File: src/hdl/alu_pkg.sv
/*
 * shared widths, opcodes, flag bit positions and stage payloads
 * opcodes 8..15 are not decoded, they travel as illegal ops
 * no multiply or divide, no register file
 */
`default_nettype none

package alu_pkg;

   // **************************************************
   // widths
   // **************************************************
   localparam int DATA_W  = 32;   // operand and result width
   localparam int TAG_W   = 4;    // tag carried alongside each op
   localparam int OP_W    = 4;    // opcode width
   localparam int FLAG_W  = 5;    // flags field width
   localparam int UNIT_W  = 2;    // unit select width
   localparam int SUBOP_W = 2;    // sub-op width
   localparam int SHAMT_W = 5;    // shifts only look at the low bits of b

   // opcodes, anything above OP_SRA is illegal
   typedef enum logic [OP_W-1:0] {
      OP_ADD = 4'd0,
      OP_SUB = 4'd1,
      OP_AND = 4'd2,
      OP_OR  = 4'd3,
      OP_XOR = 4'd4,
      OP_SLL = 4'd5,
      OP_SRL = 4'd6,
      OP_SRA = 4'd7
   } op_e;

   // bit positions inside the flags field
   typedef enum logic [2:0] {
      FLG_Z   = 3'd0,   // zero result
      FLG_N   = 3'd1,   // negative result
      FLG_C   = 3'd2,   // adder carry out
      FLG_V   = 3'd3,   // signed overflow
      FLG_ILL = 3'd4    // illegal opcode
   } flag_e;

   // unit select
   localparam logic [UNIT_W-1:0] UNIT_ADD   = 2'd0;
   localparam logic [UNIT_W-1:0] UNIT_LOGIC = 2'd1;
   localparam logic [UNIT_W-1:0] UNIT_SHIFT = 2'd2;

   // sub-ops, meaning depends on the unit
   localparam logic [SUBOP_W-1:0] SUBOP_AND  = 2'd0;
   localparam logic [SUBOP_W-1:0] SUBOP_OR   = 2'd1;
   localparam logic [SUBOP_W-1:0] SUBOP_XOR  = 2'd2;
   localparam logic [SUBOP_W-1:0] SUBOP_SLL  = 2'd0;
   localparam logic [SUBOP_W-1:0] SUBOP_SRL  = 2'd1;
   localparam logic [SUBOP_W-1:0] SUBOP_SRA  = 2'd2;
   localparam logic [SUBOP_W-1:0] SUBOP_NONE = 2'd3;   // illegal ops land here

   // **************************************************
   // stage payloads
   // **************************************************
   typedef struct packed {
      logic [UNIT_W-1:0]  unit;
      logic               inv_b;    // set for SUB
      logic [SUBOP_W-1:0] subop;
      logic               ill;
      logic [DATA_W-1:0]  a;
      logic [DATA_W-1:0]  b;
      logic [TAG_W-1:0]   tag;
   } dec_item_t;

   typedef struct packed {
      logic [DATA_W-1:0]  raw;      // unit result before flags
      logic               carry;
      logic               sa;       // sign of a
      logic               sb;       // sign of effective b
      logic [UNIT_W-1:0]  unit;
      logic               ill;
      logic [TAG_W-1:0]   tag;
   } exe_item_t;

   typedef struct packed {
      logic [DATA_W-1:0]  result;
      logic [FLAG_W-1:0]  flags;
      logic [TAG_W-1:0]   tag;
   } res_item_t;

endpackage

`default_nettype wire

File: src/hdl/alu_decode_stage.sv
/*
 * decode stage
 * maps the opcode onto unit select, invert-b and sub-op
 * unknown opcodes are flagged illegal and steered to the logic unit,
 * which returns zero for them
 */
`timescale 1ns/100ps
`default_nettype none

module alu_decode_stage #(
   parameter bit BYPASS = 1'b1
) (
   input  logic                         clk,
   input  logic                         rst,
   input  logic                         in_valid,
   input  logic [alu_pkg::OP_W-1:0]     in_op,
   input  logic [alu_pkg::DATA_W-1:0]   in_a,
   input  logic [alu_pkg::DATA_W-1:0]   in_b,
   input  logic [alu_pkg::TAG_W-1:0]    in_tag,
   input  logic                         dec_ready,
   output logic                         in_ready,
   output logic                         dec_valid,
   output logic [alu_pkg::UNIT_W-1:0]   dec_unit,
   output logic                         dec_inv_b,
   output logic [alu_pkg::SUBOP_W-1:0]  dec_subop,
   output logic                         dec_ill,
   output logic [alu_pkg::DATA_W-1:0]   dec_a,
   output logic [alu_pkg::DATA_W-1:0]   dec_b,
   output logic [alu_pkg::TAG_W-1:0]    dec_tag
);

   alu_pkg::dec_item_t dec_d;   // decoded, not yet registered
   alu_pkg::dec_item_t dec_q;   // held in the buffer

   always_comb begin
      // defaults are the illegal-op decode
      dec_d.unit  = alu_pkg::UNIT_LOGIC;
      dec_d.inv_b = 1'b0;
      dec_d.subop = alu_pkg::SUBOP_NONE;
      dec_d.ill   = 1'b0;
      case (in_op)
         alu_pkg::OP_ADD: dec_d.unit = alu_pkg::UNIT_ADD;
         alu_pkg::OP_SUB: begin
            dec_d.unit  = alu_pkg::UNIT_ADD;
            dec_d.inv_b = 1'b1;   // a + ~b + 1
         end
         alu_pkg::OP_AND: dec_d.subop = alu_pkg::SUBOP_AND;
         alu_pkg::OP_OR:  dec_d.subop = alu_pkg::SUBOP_OR;
         alu_pkg::OP_XOR: dec_d.subop = alu_pkg::SUBOP_XOR;
         alu_pkg::OP_SLL: begin
            dec_d.unit  = alu_pkg::UNIT_SHIFT;
            dec_d.subop = alu_pkg::SUBOP_SLL;
         end
         alu_pkg::OP_SRL: begin
            dec_d.unit  = alu_pkg::UNIT_SHIFT;
            dec_d.subop = alu_pkg::SUBOP_SRL;
         end
         alu_pkg::OP_SRA: begin
            dec_d.unit  = alu_pkg::UNIT_SHIFT;
            dec_d.subop = alu_pkg::SUBOP_SRA;
         end
         default: dec_d.ill = 1'b1;   // 8..15, no trap
      endcase
      dec_d.a   = in_a;
      dec_d.b   = in_b;
      dec_d.tag = in_tag;
   end

   alu_pipe_buf #(
      .payload_t (alu_pkg::dec_item_t),
      .BYPASS    (BYPASS)
   ) u_buf (
      .clk       (clk),
      .rst       (rst),
      .din       (dec_d),
      .in_valid  (in_valid),
      .out_ready (dec_ready),
      .dout      (dec_q),
      .in_ready  (in_ready),
      .out_valid (dec_valid)
   );

   // unpack for the next stage
   assign dec_unit  = dec_q.unit;
   assign dec_inv_b = dec_q.inv_b;
   assign dec_subop = dec_q.subop;
   assign dec_ill   = dec_q.ill;
   assign dec_a     = dec_q.a;
   assign dec_b     = dec_q.b;
   assign dec_tag   = dec_q.tag;

endmodule

`default_nettype wire

File: src/hdl/alu_exec_stage.sv
/*
 * execute stage
 * one adder, one logic unit and one shifter, result picked by unit select
 * carry is only meaningful from the adder, zero otherwise
 * shifts use b[4:0], so a shift by 32 is a shift by 0
 */
`timescale 1ns/100ps
`default_nettype none

module alu_exec_stage #(
   parameter bit BYPASS = 1'b1
) (
   input  logic                         clk,
   input  logic                         rst,
   input  logic                         dec_valid,
   input  logic [alu_pkg::UNIT_W-1:0]   dec_unit,
   input  logic                         dec_inv_b,
   input  logic [alu_pkg::SUBOP_W-1:0]  dec_subop,
   input  logic                         dec_ill,
   input  logic [alu_pkg::DATA_W-1:0]   dec_a,
   input  logic [alu_pkg::DATA_W-1:0]   dec_b,
   input  logic [alu_pkg::TAG_W-1:0]    dec_tag,
   input  logic                         exe_ready,
   output logic                         dec_ready,
   output logic                         exe_valid,
   output logic [alu_pkg::DATA_W-1:0]   exe_raw,
   output logic                         exe_carry,
   output logic                         exe_sa,
   output logic                         exe_sb,
   output logic [alu_pkg::UNIT_W-1:0]   exe_unit,
   output logic                         exe_ill,
   output logic [alu_pkg::TAG_W-1:0]    exe_tag
);

   logic [alu_pkg::DATA_W-1:0]  b_eff;       // b after optional invert
   logic [alu_pkg::DATA_W-1:0]  add_sum;
   logic                        add_carry;
   logic [alu_pkg::DATA_W-1:0]  logic_res;
   logic [alu_pkg::DATA_W-1:0]  shift_res;
   logic [alu_pkg::SHAMT_W-1:0] shamt;
   alu_pkg::exe_item_t          exe_d;
   alu_pkg::exe_item_t          exe_q;

   // **************************************************
   // adder
   // **************************************************
   assign b_eff = dec_inv_b ? ~dec_b : dec_b;
   // inv_b doubles as carry-in, giving two's complement SUB
   assign {add_carry, add_sum} = {1'b0, dec_a} + {1'b0, b_eff}
                               + {{alu_pkg::DATA_W{1'b0}}, dec_inv_b};

   // **************************************************
   // logic unit and shifter
   // **************************************************
   always_comb begin
      case (dec_subop)
         alu_pkg::SUBOP_AND: logic_res = dec_a & dec_b;
         alu_pkg::SUBOP_OR:  logic_res = dec_a | dec_b;
         alu_pkg::SUBOP_XOR: logic_res = dec_a ^ dec_b;
         default:            logic_res = '0;   // illegal op
      endcase
      if (dec_ill) begin
         logic_res = '0;
      end
   end

   assign shamt = dec_b[alu_pkg::SHAMT_W-1:0];

   always_comb begin
      case (dec_subop)
         alu_pkg::SUBOP_SLL: shift_res = dec_a << shamt;
         alu_pkg::SUBOP_SRL: shift_res = dec_a >> shamt;
         alu_pkg::SUBOP_SRA: shift_res = alu_pkg::DATA_W'($signed(dec_a) >>> shamt);
         default:            shift_res = '0;
      endcase
   end

   // result select and packing
   always_comb begin
      case (dec_unit)
         alu_pkg::UNIT_ADD:   exe_d.raw = add_sum;
         alu_pkg::UNIT_SHIFT: exe_d.raw = shift_res;
         default:             exe_d.raw = logic_res;
      endcase
      exe_d.carry = (dec_unit == alu_pkg::UNIT_ADD) ? add_carry : 1'b0;
      exe_d.sa    = dec_a[alu_pkg::DATA_W-1];
      exe_d.sb    = b_eff[alu_pkg::DATA_W-1];   // sign as the adder sees it
      exe_d.unit  = dec_unit;
      exe_d.ill   = dec_ill;
      exe_d.tag   = dec_tag;
   end

   alu_pipe_buf #(
      .payload_t (alu_pkg::exe_item_t),
      .BYPASS    (BYPASS)
   ) u_buf (
      .clk       (clk),
      .rst       (rst),
      .din       (exe_d),
      .in_valid  (dec_valid),
      .out_ready (exe_ready),
      .dout      (exe_q),
      .in_ready  (dec_ready),
      .out_valid (exe_valid)
   );

   assign exe_raw   = exe_q.raw;
   assign exe_carry = exe_q.carry;
   assign exe_sa    = exe_q.sa;
   assign exe_sb    = exe_q.sb;
   assign exe_unit  = exe_q.unit;
   assign exe_ill   = exe_q.ill;
   assign exe_tag   = exe_q.tag;

endmodule

`default_nettype wire

File: src/hdl/alu_flag_stage.sv
/*
 * flag stage
 * Z and N come from the raw result, C and ILL pass through
 * V is only raised for the adder
 */
`timescale 1ns/100ps
`default_nettype none

module alu_flag_stage #(
   parameter bit BYPASS = 1'b1
) (
   input  logic                         clk,
   input  logic                         rst,
   input  logic                         exe_valid,
   input  logic [alu_pkg::DATA_W-1:0]   exe_raw,
   input  logic                         exe_carry,
   input  logic                         exe_sa,
   input  logic                         exe_sb,
   input  logic [alu_pkg::UNIT_W-1:0]   exe_unit,
   input  logic                         exe_ill,
   input  logic [alu_pkg::TAG_W-1:0]    exe_tag,
   input  logic                         out_ready,
   output logic                         exe_ready,
   output logic                         out_valid,
   output logic [alu_pkg::DATA_W-1:0]   out_result,
   output logic [alu_pkg::FLAG_W-1:0]   out_flags,
   output logic [alu_pkg::TAG_W-1:0]    out_tag
);

   logic [alu_pkg::FLAG_W-1:0] flags;
   logic                       res_sign;   // top bit of the result
   alu_pkg::res_item_t         res_d;
   alu_pkg::res_item_t         res_q;

   assign res_sign = exe_raw[alu_pkg::DATA_W-1];

   always_comb begin
      flags                     = '0;
      flags[alu_pkg::FLG_Z]     = (exe_raw == '0);
      flags[alu_pkg::FLG_N]     = res_sign;
      flags[alu_pkg::FLG_C]     = exe_carry;
      // same-sign inputs with a sign flip on the way out
      flags[alu_pkg::FLG_V]     = (exe_unit == alu_pkg::UNIT_ADD) &&
                                  (exe_sa == exe_sb) && (res_sign != exe_sa);
      flags[alu_pkg::FLG_ILL]   = exe_ill;
   end

   always_comb begin
      res_d.result = exe_raw;
      res_d.flags  = flags;
      res_d.tag    = exe_tag;
   end

   alu_pipe_buf #(
      .payload_t (alu_pkg::res_item_t),
      .BYPASS    (BYPASS)
   ) u_buf (
      .clk       (clk),
      .rst       (rst),
      .din       (res_d),
      .in_valid  (exe_valid),
      .out_ready (out_ready),
      .dout      (res_q),
      .in_ready  (exe_ready),
      .out_valid (out_valid)
   );

   assign out_result = res_q.result;
   assign out_flags  = res_q.flags;
   assign out_tag    = res_q.tag;

endmodule

`default_nettype wire

File: src/hdl/alu_pipe_buf.sv
/*
 * one-slot pipe buffer on a valid/ready pair
 * upstream must hold din stable while in_valid is high and not yet taken
 * BYPASS 1 lets a full slot refill in the cycle it is popped,
 * BYPASS 0 halves throughput but breaks the ready path
 */
`timescale 1ns/100ps
`default_nettype none

module alu_pipe_buf #(
   parameter type payload_t = logic [0:0],   // stage payload struct
   parameter bit  BYPASS    = 1'b1           // refill while popping
) (
   input  logic     clk,
   input  logic     rst,
   input  payload_t din,
   input  logic     in_valid,
   input  logic     out_ready,
   output payload_t dout,
   output logic     in_ready,
   output logic     out_valid
);

   logic push;   // item taken from upstream
   logic pop;    // item handed downstream

   assign push = in_valid & in_ready;
   assign pop  = out_valid & out_ready;

   // slot occupancy, push wins over pop
   always_ff @(posedge clk) begin
      if (rst) begin
         out_valid <= 1'b0;
      end else if (push) begin
         out_valid <= 1'b1;
      end else if (pop) begin
         out_valid <= 1'b0;
      end
   end

   always_ff @(posedge clk) begin
      if (push) begin
         dout <= din;   // payload has no reset
      end
   end

   generate
      if (BYPASS) begin : g_bypass
         assign in_ready = ~out_valid | pop;   // free now or freed this cycle
      end else begin : g_no_bypass
         assign in_ready = ~out_valid;          // only when empty
      end
   endgenerate

endmodule

`default_nettype wire

File: src/hdl/alu_pipe_top.sv
/*
 * three-stage ALU pipeline, decode -> execute -> flag
 * three edges from accept to result, up to three ops in flight
 * BYPASS 1 gives one op per cycle, BYPASS 0 one every two cycles
 * results leave in issue order
 */
`timescale 1ns/100ps
`default_nettype none

module alu_pipe_top #(
   parameter bit BYPASS = 1'b1   // passed to every stage buffer
) (
   input  logic                         clk,
   input  logic                         rst,
   input  logic                         in_valid,
   input  logic [alu_pkg::OP_W-1:0]     in_op,
   input  logic [alu_pkg::DATA_W-1:0]   in_a,
   input  logic [alu_pkg::DATA_W-1:0]   in_b,
   input  logic [alu_pkg::TAG_W-1:0]    in_tag,
   output logic                         in_ready,
   output logic                         out_valid,
   output logic [alu_pkg::DATA_W-1:0]   out_result,
   output logic [alu_pkg::FLAG_W-1:0]   out_flags,
   output logic [alu_pkg::TAG_W-1:0]    out_tag,
   input  logic                         out_ready
);

   // **************************************************
   // decode -> execute
   // **************************************************
   logic                         dec_valid, dec_ready;
   logic [alu_pkg::UNIT_W-1:0]   dec_unit;
   logic                         dec_inv_b;
   logic [alu_pkg::SUBOP_W-1:0]  dec_subop;
   logic                         dec_ill;
   logic [alu_pkg::DATA_W-1:0]   dec_a, dec_b;
   logic [alu_pkg::TAG_W-1:0]    dec_tag;

   // **************************************************
   // execute -> flag
   // **************************************************
   logic                         exe_valid, exe_ready;
   logic [alu_pkg::DATA_W-1:0]   exe_raw;
   logic                         exe_carry, exe_sa, exe_sb;
   logic [alu_pkg::UNIT_W-1:0]   exe_unit;
   logic                         exe_ill;
   logic [alu_pkg::TAG_W-1:0]    exe_tag;

   alu_decode_stage #(.BYPASS(BYPASS)) u_dec (
      .clk       (clk),        .rst       (rst),
      .in_valid  (in_valid),   .in_op     (in_op),
      .in_a      (in_a),       .in_b      (in_b),
      .in_tag    (in_tag),     .dec_ready (dec_ready),
      .in_ready  (in_ready),   .dec_valid (dec_valid),
      .dec_unit  (dec_unit),   .dec_inv_b (dec_inv_b),
      .dec_subop (dec_subop),  .dec_ill   (dec_ill),
      .dec_a     (dec_a),      .dec_b     (dec_b),
      .dec_tag   (dec_tag)
   );

   alu_exec_stage #(.BYPASS(BYPASS)) u_exe (
      .clk       (clk),        .rst       (rst),
      .dec_valid (dec_valid),  .dec_unit  (dec_unit),
      .dec_inv_b (dec_inv_b),  .dec_subop (dec_subop),
      .dec_ill   (dec_ill),    .dec_a     (dec_a),
      .dec_b     (dec_b),      .dec_tag   (dec_tag),
      .exe_ready (exe_ready),  .dec_ready (dec_ready),
      .exe_valid (exe_valid),  .exe_raw   (exe_raw),
      .exe_carry (exe_carry),  .exe_sa    (exe_sa),
      .exe_sb    (exe_sb),     .exe_unit  (exe_unit),
      .exe_ill   (exe_ill),    .exe_tag   (exe_tag)
   );

   alu_flag_stage #(.BYPASS(BYPASS)) u_flg (
      .clk        (clk),        .rst        (rst),
      .exe_valid  (exe_valid),  .exe_raw    (exe_raw),
      .exe_carry  (exe_carry),  .exe_sa     (exe_sa),
      .exe_sb     (exe_sb),     .exe_unit   (exe_unit),
      .exe_ill    (exe_ill),    .exe_tag    (exe_tag),
      .out_ready  (out_ready),  .exe_ready  (exe_ready),
      .out_valid  (out_valid),  .out_result (out_result),
      .out_flags  (out_flags),  .out_tag    (out_tag)
   );

endmodule

`default_nettype wire

File: config.mk
export PLATFORM = sky130hd
export DESIGN_NAME = alu_pipe_top
export DESIGN_NICKNAME = d
export VERILOG_FILES = /design/src/hdl/alu_pkg.sv /design/src/hdl/alu_decode_stage.sv /design/src/hdl/alu_exec_stage.sv /design/src/hdl/alu_flag_stage.sv /design/src/hdl/alu_pipe_buf.sv /design/src/hdl/alu_pipe_top.sv
export SDC_FILE = /design/constraint.sdc
export NUM_CORES = 1
export LEC_CHECK = 0
export BUFFER_PORTS_ARGS = -buffer_cell sky130_fd_sc_hd__buf_2
export CORE_MARGIN = 3
export CORE_UTILIZATION = 41
export DETAILED_ROUTE_END_ITERATION = 8
export SYNTH_ARGS = -nofsm -noshare
export SYNTH_HDL_FRONTEND = slang
export SYNTH_SLANG_ARGS = --single-unit
File: constraint.sdc
create_clock -name clk -period 7.5 [get_ports clk]
set_input_delay 1.125 -clock clk [delete_from_list [all_inputs] [get_ports clk]]
set_output_delay 1.125 -clock clk [all_outputs]
set_load 0.1 [all_outputs]
# Word level (Yosys, flattened, before mapping)
# Index checks and enable logic that the tools add are counted.
[totals] reg_bits=160 in_bits=76 output_inout_bits=43
[classes] add_sub_neg=2 eq_ne=12 n_shift=3 mux=15 bitwise_logic=14 n_reduce_logical=16
[ops] operator="case mux 32 bit (3 select lines)" n=2
[ops] operator="2-to-1 mux 32 bit" n=2
[ops] operator="case mux 32 bit (2 select lines)" n=1
[ops] operator="adder 32 x 32 -> 33 bit" n=1
[ops] operator="adder 33 x 1 -> 33 bit" n=1
[ops] operator="AND 32 bit" n=1
[ops] operator="zero test 32 bit" n=1
[ops] operator="NOT 32 bit" n=1
[ops] operator="OR 32 bit" n=1
[ops] operator="left shift 32 x 5 -> 32 bit" n=1
[ops] operator=">> shifter 32 x 5 -> 32 bit" n=1
[ops] operator=">>> shifter 32 x 5 -> 32 bit" n=1
[ops] operator="bitwise XOR 32 bit" n=1
[ops] operator="== test 4 x 3 -> 1 bit, second input constant" n=4
[ops] operator="== test 4 x 2 -> 1 bit, second input constant" n=2
[ops] operator="2-to-1 mux 1 bit" n=8
[ops] operator="OR reduction 2 bit" n=4
[ops] operator="OR reduction 8 bit" n=1
[ops] operator="zero test 2 bit" n=3
[ops] operator="case mux 2 bit (3 select lines)" n=1
[ops] operator="nonzero test 2 bit" n=3
[ops] operator="AND 1 bit" n=4
[ops] operator="== test 2 bit, second input constant" n=2
[ops] operator="== test 4 x 1 -> 1 bit, second input constant" n=1
[ops] operator="9 further kinds" n=14

# Logic depth before layout (Yosys ltp)
[depth] word_depth=8 mapped_depth=15

# Cells and area by module
# A second synthesis with hierarchy kept.
[unflattened] hier_cells=1261 hier_area_um2=12569.6
[modules_own_cells] mod="alu_exec_stage" n_inst=1 cells_each=1060 area_each_um2=7500.9 seq_area_each_um2=0.0
[modules_own_cells] mod="alu_pipe_buf (u_dec.u_buf)" n_inst=1 cells_each=79 area_each_um2=2277.2 seq_area_each_um2=2242.2
[modules_own_cells] mod="alu_pipe_buf (u_exe.u_buf)" n_inst=1 cells_each=47 area_each_um2=1316.3 seq_area_each_um2=1281.2
[modules_own_cells] mod="alu_pipe_buf (u_flg.u_buf)" n_inst=1 cells_each=46 area_each_um2=1286.2 seq_area_each_um2=1251.2
[modules_own_cells] mod="alu_flag_stage" n_inst=1 cells_each=15 area_each_um2=101.3 seq_area_each_um2=0.0
[modules_own_cells] mod="alu_decode_stage" n_inst=1 cells_each=14 area_each_um2=87.6 seq_area_each_um2=0.0

# Worst setup path before layout
# Ideal clock, no wire load.
[synth_path] path_type="input-to-reg" from="in out_ready" to="reg u_dec.u_buf.dout[0] in the netlist's numbering (enable)" setup_time_ns=0.550 arrival_time_ns=4.956 t_required_ns=6.950 slack_ns=1.993 stages=2 path_buffers=0 path_cell_list="nor2b_1 a31oi_1"
[synth_between] elab_chain_len=7
[synth_lines] element="start, declared" line="alu_pipe_top.sv:25" text="input logic out_ready"
[synth_lines] element="AND 1 bit" line="alu_pipe_buf.sv:28" text="assign pop = out_valid & out_ready;"
[synth_lines] element="OR 1 bit" line="alu_pipe_buf.sv:49" text="assign in_ready = ~out_valid | pop;"
[synth_lines] element="AND 1 bit" line="alu_pipe_buf.sv:28"
[synth_lines] element="OR 1 bit" line="alu_pipe_buf.sv:49"
[synth_lines] element="AND 1 bit" line="alu_pipe_buf.sv:28"
[synth_lines] element="OR 1 bit" line="alu_pipe_buf.sv:49"
[synth_lines] element="AND 1 bit" line="alu_pipe_buf.sv:27" text="assign push = in_valid & in_ready;"
[synth_lines] element="net u_dec.u_buf.push" line="alu_pipe_buf.sv:24" text="logic push;"
[synth_lines] element="end signal, assigned" line="alu_pipe_buf.sv:43" text="dout <= din;"
[synth_lines] element="end, declared" line="alu_pipe_buf.sv:19" text="output payload_t dout,"
# The timed path passes the listed nets, and every way through them passes these cells.
# A chain may end at the register's enable or synchronous reset.

==> metrics list <==
- Result of the run: completed
- Worst setup skew after layout: 0.01177 ns
- The later pin in the worst-skew pair is clocked with a latency of 0.45 ns.
* Number of buffers created by CTS: 17
- The H-tree was split into 4 levels.
* Delay of the slowest cell on the worst path: 0.58 ns
* Type of the tightest min-delay check: flop to flop
* Buffers inserted during post-CTS setup optimization: 0
- The first global-routing pass estimated 61520 microns of wire.
- Worst flop-to-flop path startpoint: u_dec.u_buf.dout[5]
- Relative slew margins: 23.32%
* Buffers added on ports: 118
- Power spread over the standard cell area amounts to 219.0 nW/um^2.
* Register-to-Register Path Depth: 12
- Share of the clock period used by the worst path after layout: 52.42%
- Cell type with the highest aggregate area in the netlist: sky130_fd_sc_hd__edfxtp_1
- The tree built by TritonCTS fans out to 159 sinks.
- The number of hold buffers added after CTS was 0.
* Count leader, synth: sky130_fd_sc_hd__edfxtp_1
- Count of boundary I/O pins: 119
- TritonCTS built the clock tree.
- The worst setup path is captured at a flop.
- The filler cells instantiated in the layout total 2880.
- The floorplan step set the die height to 182.2 microns.
- The tree is rooted in a sky130_fd_sc_hd__clkbuf_16.
* Setup repair after global routing missed its margin: false
- Timing-limited maximum frequency: 254.4 MHz
- Clock-pin slew was measured on the worst setup and hold paths at 0.08 ns.
* Max_cap viols: 0
* Initial antenna violation count: 2
- The share of synthesized area in the top cell type comes to 36.80%.
* GRT Resource Usage Total: 24.23%
* Horizontal die dimension: 182.2 microns
- The first TritonRoute pass finished after 5 iterations.
- Sequential fraction of the synthesis area: 37.28%
- Kind of launch point of the worst setup path: flop
- The worst-case IR drop observed on VDD is 0.1513 mV.
- The endpoint identified for the worst register-to-register timing path is u_exe.u_buf.dout[40].
- Proportion of layout cells with a drive suffix above 1: 18.01%
* Post-CTS Resized: 0
* Vias: 10.67k
- Worst-path fanout max: 54
- Counting every net in the synthesized netlist gives 1467.
- Largest net degree at the start of global routing: 84
* Hold Vio Cnt, Final: 0
* Cell-by-cell listing of the critical path: buf_4 -> xor2_1 -> inv_1 -> fa_1 -> nand2b_1 -> a21oi_1 -> a221oi_2 -> o21ai_1 -> a21oi_1 -> a311o_1 -> o41a_1 -> nand4b_1
* Async S/R FF share, synth: 0%
* Die Footprint: 33200 sq um
* GRT Residual Overflow: 0
* Placer congestion estimate: 0.9781
- Stages on worst setup path: 12
- Dividing the detail-routed wire length by the instance count gives 23.25 microns.
* Detailed placer's ending HPWL: 29760 microns
- Critical-path cell with the highest stage delay: sky130_fd_sc_hd__buf_4
- Across all register-to-register paths, the minimum setup slack is 3.57 ns.
- Hold is met by 0.4209 ns.
- For the worst setup path, the data arrival time is 4.24 ns.
- The worst hold path begins at u_exe.u_buf.dout[1].
- The floorplan has 63 rows.
- Summing all multi-input logic gate instances after layout gives 7322 sq um.
* Residual DRC count: 0
- Effective utilization at floorplan: 42.27%
* DR vias/cell: 6.040
- After the first detailed-routing iteration, the DRC count stood at 1188.
- Most repeated library cell on the critical path: sky130_fd_sc_hd__a21oi_1
- In the post-synthesis netlist, the biggest area contributors are sky130_fd_sc_hd__edfxtp_1, sky130_fd_sc_hd__ha_1, sky130_fd_sc_hd__a21oi_1.
- Setup violations remaining at the end of the flow were counted as 0.
- At the worst endpoint, the required time is 7.81 ns.
- In this run the cell area of the synthesized design comes to 12730 sq um.
- Mapped Cells: 1287
- Area taken by flip-flops and latches: 4745 sq um
- Number of synthesized flops with an enable pin: 156
* Placeable core region: 30110 sq um
- Number of global-route vias before repair: 10.01k
- For the pin with the worst max-slew slack, the measured transition is 1.148 ns.
- In this run the remaining antenna-violating nets after routing total 0.
* Setup CP Type: flop to flop
- Total Routed Length: 41080 microns
* Predominant post-synthesis flop cell: sky130_fd_sc_hd__edfxtp_1
- Critical path's top delay family: compound AO/OA/AOI/OAI gates
* Leakage component of the power: 0.005708 uW
- Deepest clock path buffer count: 2
- During synthesis, Yosys emitted a total of 0 warnings.
- A synthesized cell averages 9.890 sq um.
- #FFs+latches synth: 159
- Final core occ: 47.11%
* Area grow syn2layout: 11.45%
- Number of unique standard cell types used by synthesis: 81
* Buffer and inverter count on the worst path: 2
- Final Max Tran Viols: 0
- Leading cell types by count after synthesis: sky130_fd_sc_hd__edfxtp_1, sky130_fd_sc_hd__nor2_1, sky130_fd_sc_hd__a21oi_1
* Post-layout min period: 3.931 ns
* Antenna Diode Count: 0
- Tracing the worst setup path back leads to its startpoint at u_dec.u_buf.dout[5].
- Net count reported at finish: 1544
- Setup_tns: 0 ns
* Worst setup endpoint: u_exe.u_buf.dout[40]
-- stage by stage --
step	setup WS [ns]	power [uW]	instances	instance area, sq um
after global routing	3.263	3259	1767	14190
final	3.569	3107	1767	14190
after CTS	3.633	3104	1767	14190
after detailed placement	3.672	2208	1735	13590
after floorplan	1.993	1896	1287	12730
after global placement	3.736	2203	1735	13590
-- logic make-up after synthesis --
| logic type | Yosys count | share of synthesized area [%] |
|---|---|---|
| buffers and inverters | 156 | 5.485 |
| AND/OR/NAND/NOR | 313 | 10.94 |
| AO/OA/AOI/OAI | 387 | 19.66 |
| flip-flops | 159 | 37.28 |
| XOR/XNOR | 56 | 3.853 |
| multiplexers | 112 | 12.50 |
| adder cells (fa/ha/maj) | 104 | 10.28 |
-- power by group --
group          switching [uW]  internal, uW  total, uW
clock network             436           448        884
logic                     695           390       1090
registers                75.6          1060       1140
-- final cells by class --
cell class / count / share of cell area [%]
Multi-Input combinational cell: 972 / 51.61
Sequential cell: 159 / 33.45
Timing Repair Buffer: 141 / 5.380
Tap cell: 390 / 3.440
Clock buffer: 17 / 2.999
Inverter: 73 / 1.932
Clock inverter: 15 / 1.191
-- worst register-to-register path: cells and delay by family, from the launching register on --
family	cells	cell delay (ns)
xor+xnor	1	0.26
compound gates	6	1.89
buf+inv	2	0.65
fa+ha+maj	1	0.38
flops	1	0.32
simple gates	2	0.27
-- how the worst min path moves through the flow --
stage	endpoint	slack (ns)	cells after the start
2_1_floorplan	u_exe.u_buf.dout[0]	0.40	0
5_1_grt	u_flg.u_buf.dout[1]	0.44	0
3_5_place_dp	u_flg.u_buf.dout[1]	0.41	0
4_1_cts	u_flg.u_buf.dout[1]	0.42	0
3_3_place_gp	u_flg.u_buf.dout[2]	0.40	0
6_report	u_flg.u_buf.dout[1]	0.42	0
-- layout by cell type, fill, tap and decap left out, types with 8 or more instances in the layout --
master,instances
sky130_fd_sc_hd__a22oi_1,9
sky130_fd_sc_hd__mux2_2,21
sky130_fd_sc_hd__a21o_1,16
sky130_fd_sc_hd__nor3_1,15
sky130_fd_sc_hd__o211ai_1,14
sky130_fd_sc_hd__o21ai_0,68
sky130_fd_sc_hd__ha_1,103
sky130_fd_sc_hd__nand3_1,14
sky130_fd_sc_hd__a211oi_1,42
sky130_fd_sc_hd__nor4_1,10
sky130_fd_sc_hd__mux2i_1,56
sky130_fd_sc_hd__o22ai_1,11
sky130_fd_sc_hd__nor2_1,129
sky130_fd_sc_hd__clkbuf_16,17
sky130_fd_sc_hd__nand2b_1,10
sky130_fd_sc_hd__nand2_1,96
sky130_fd_sc_hd__a31oi_1,8
sky130_fd_sc_hd__buf_2,118
sky130_fd_sc_hd__mux4_2,27
sky130_fd_sc_hd__xnor2_1,15
sky130_fd_sc_hd__xor2_1,41
sky130_fd_sc_hd__o221ai_1,14
sky130_fd_sc_hd__buf_4,23
sky130_fd_sc_hd__edfxtp_1,156
sky130_fd_sc_hd__o21ai_1,9
sky130_fd_sc_hd__a21oi_1,125
sky130_fd_sc_hd__inv_1,69
-- routing by layer --
layer / wire, microns / global-route usage (%)
met1: 18420 / 35.42
met2: 17830 / 35.56
met3: 3570 / 4.883
met4: 1155 / 8.440
met5: 103 / 2.074
-- state kept, by name, summed over array words and instances (netlist names) --
signal / cells
u_dec.u_buf.out_valid: 1
u_dec.u_buf.dout: 74
u_flg.u_buf.out_valid: 1
u_flg.u_buf.dout: 40
u_exe.u_buf.dout: 42
u_exe.u_buf.out_valid: 1
Note: power is estimated with default switching activity, not from simulation.
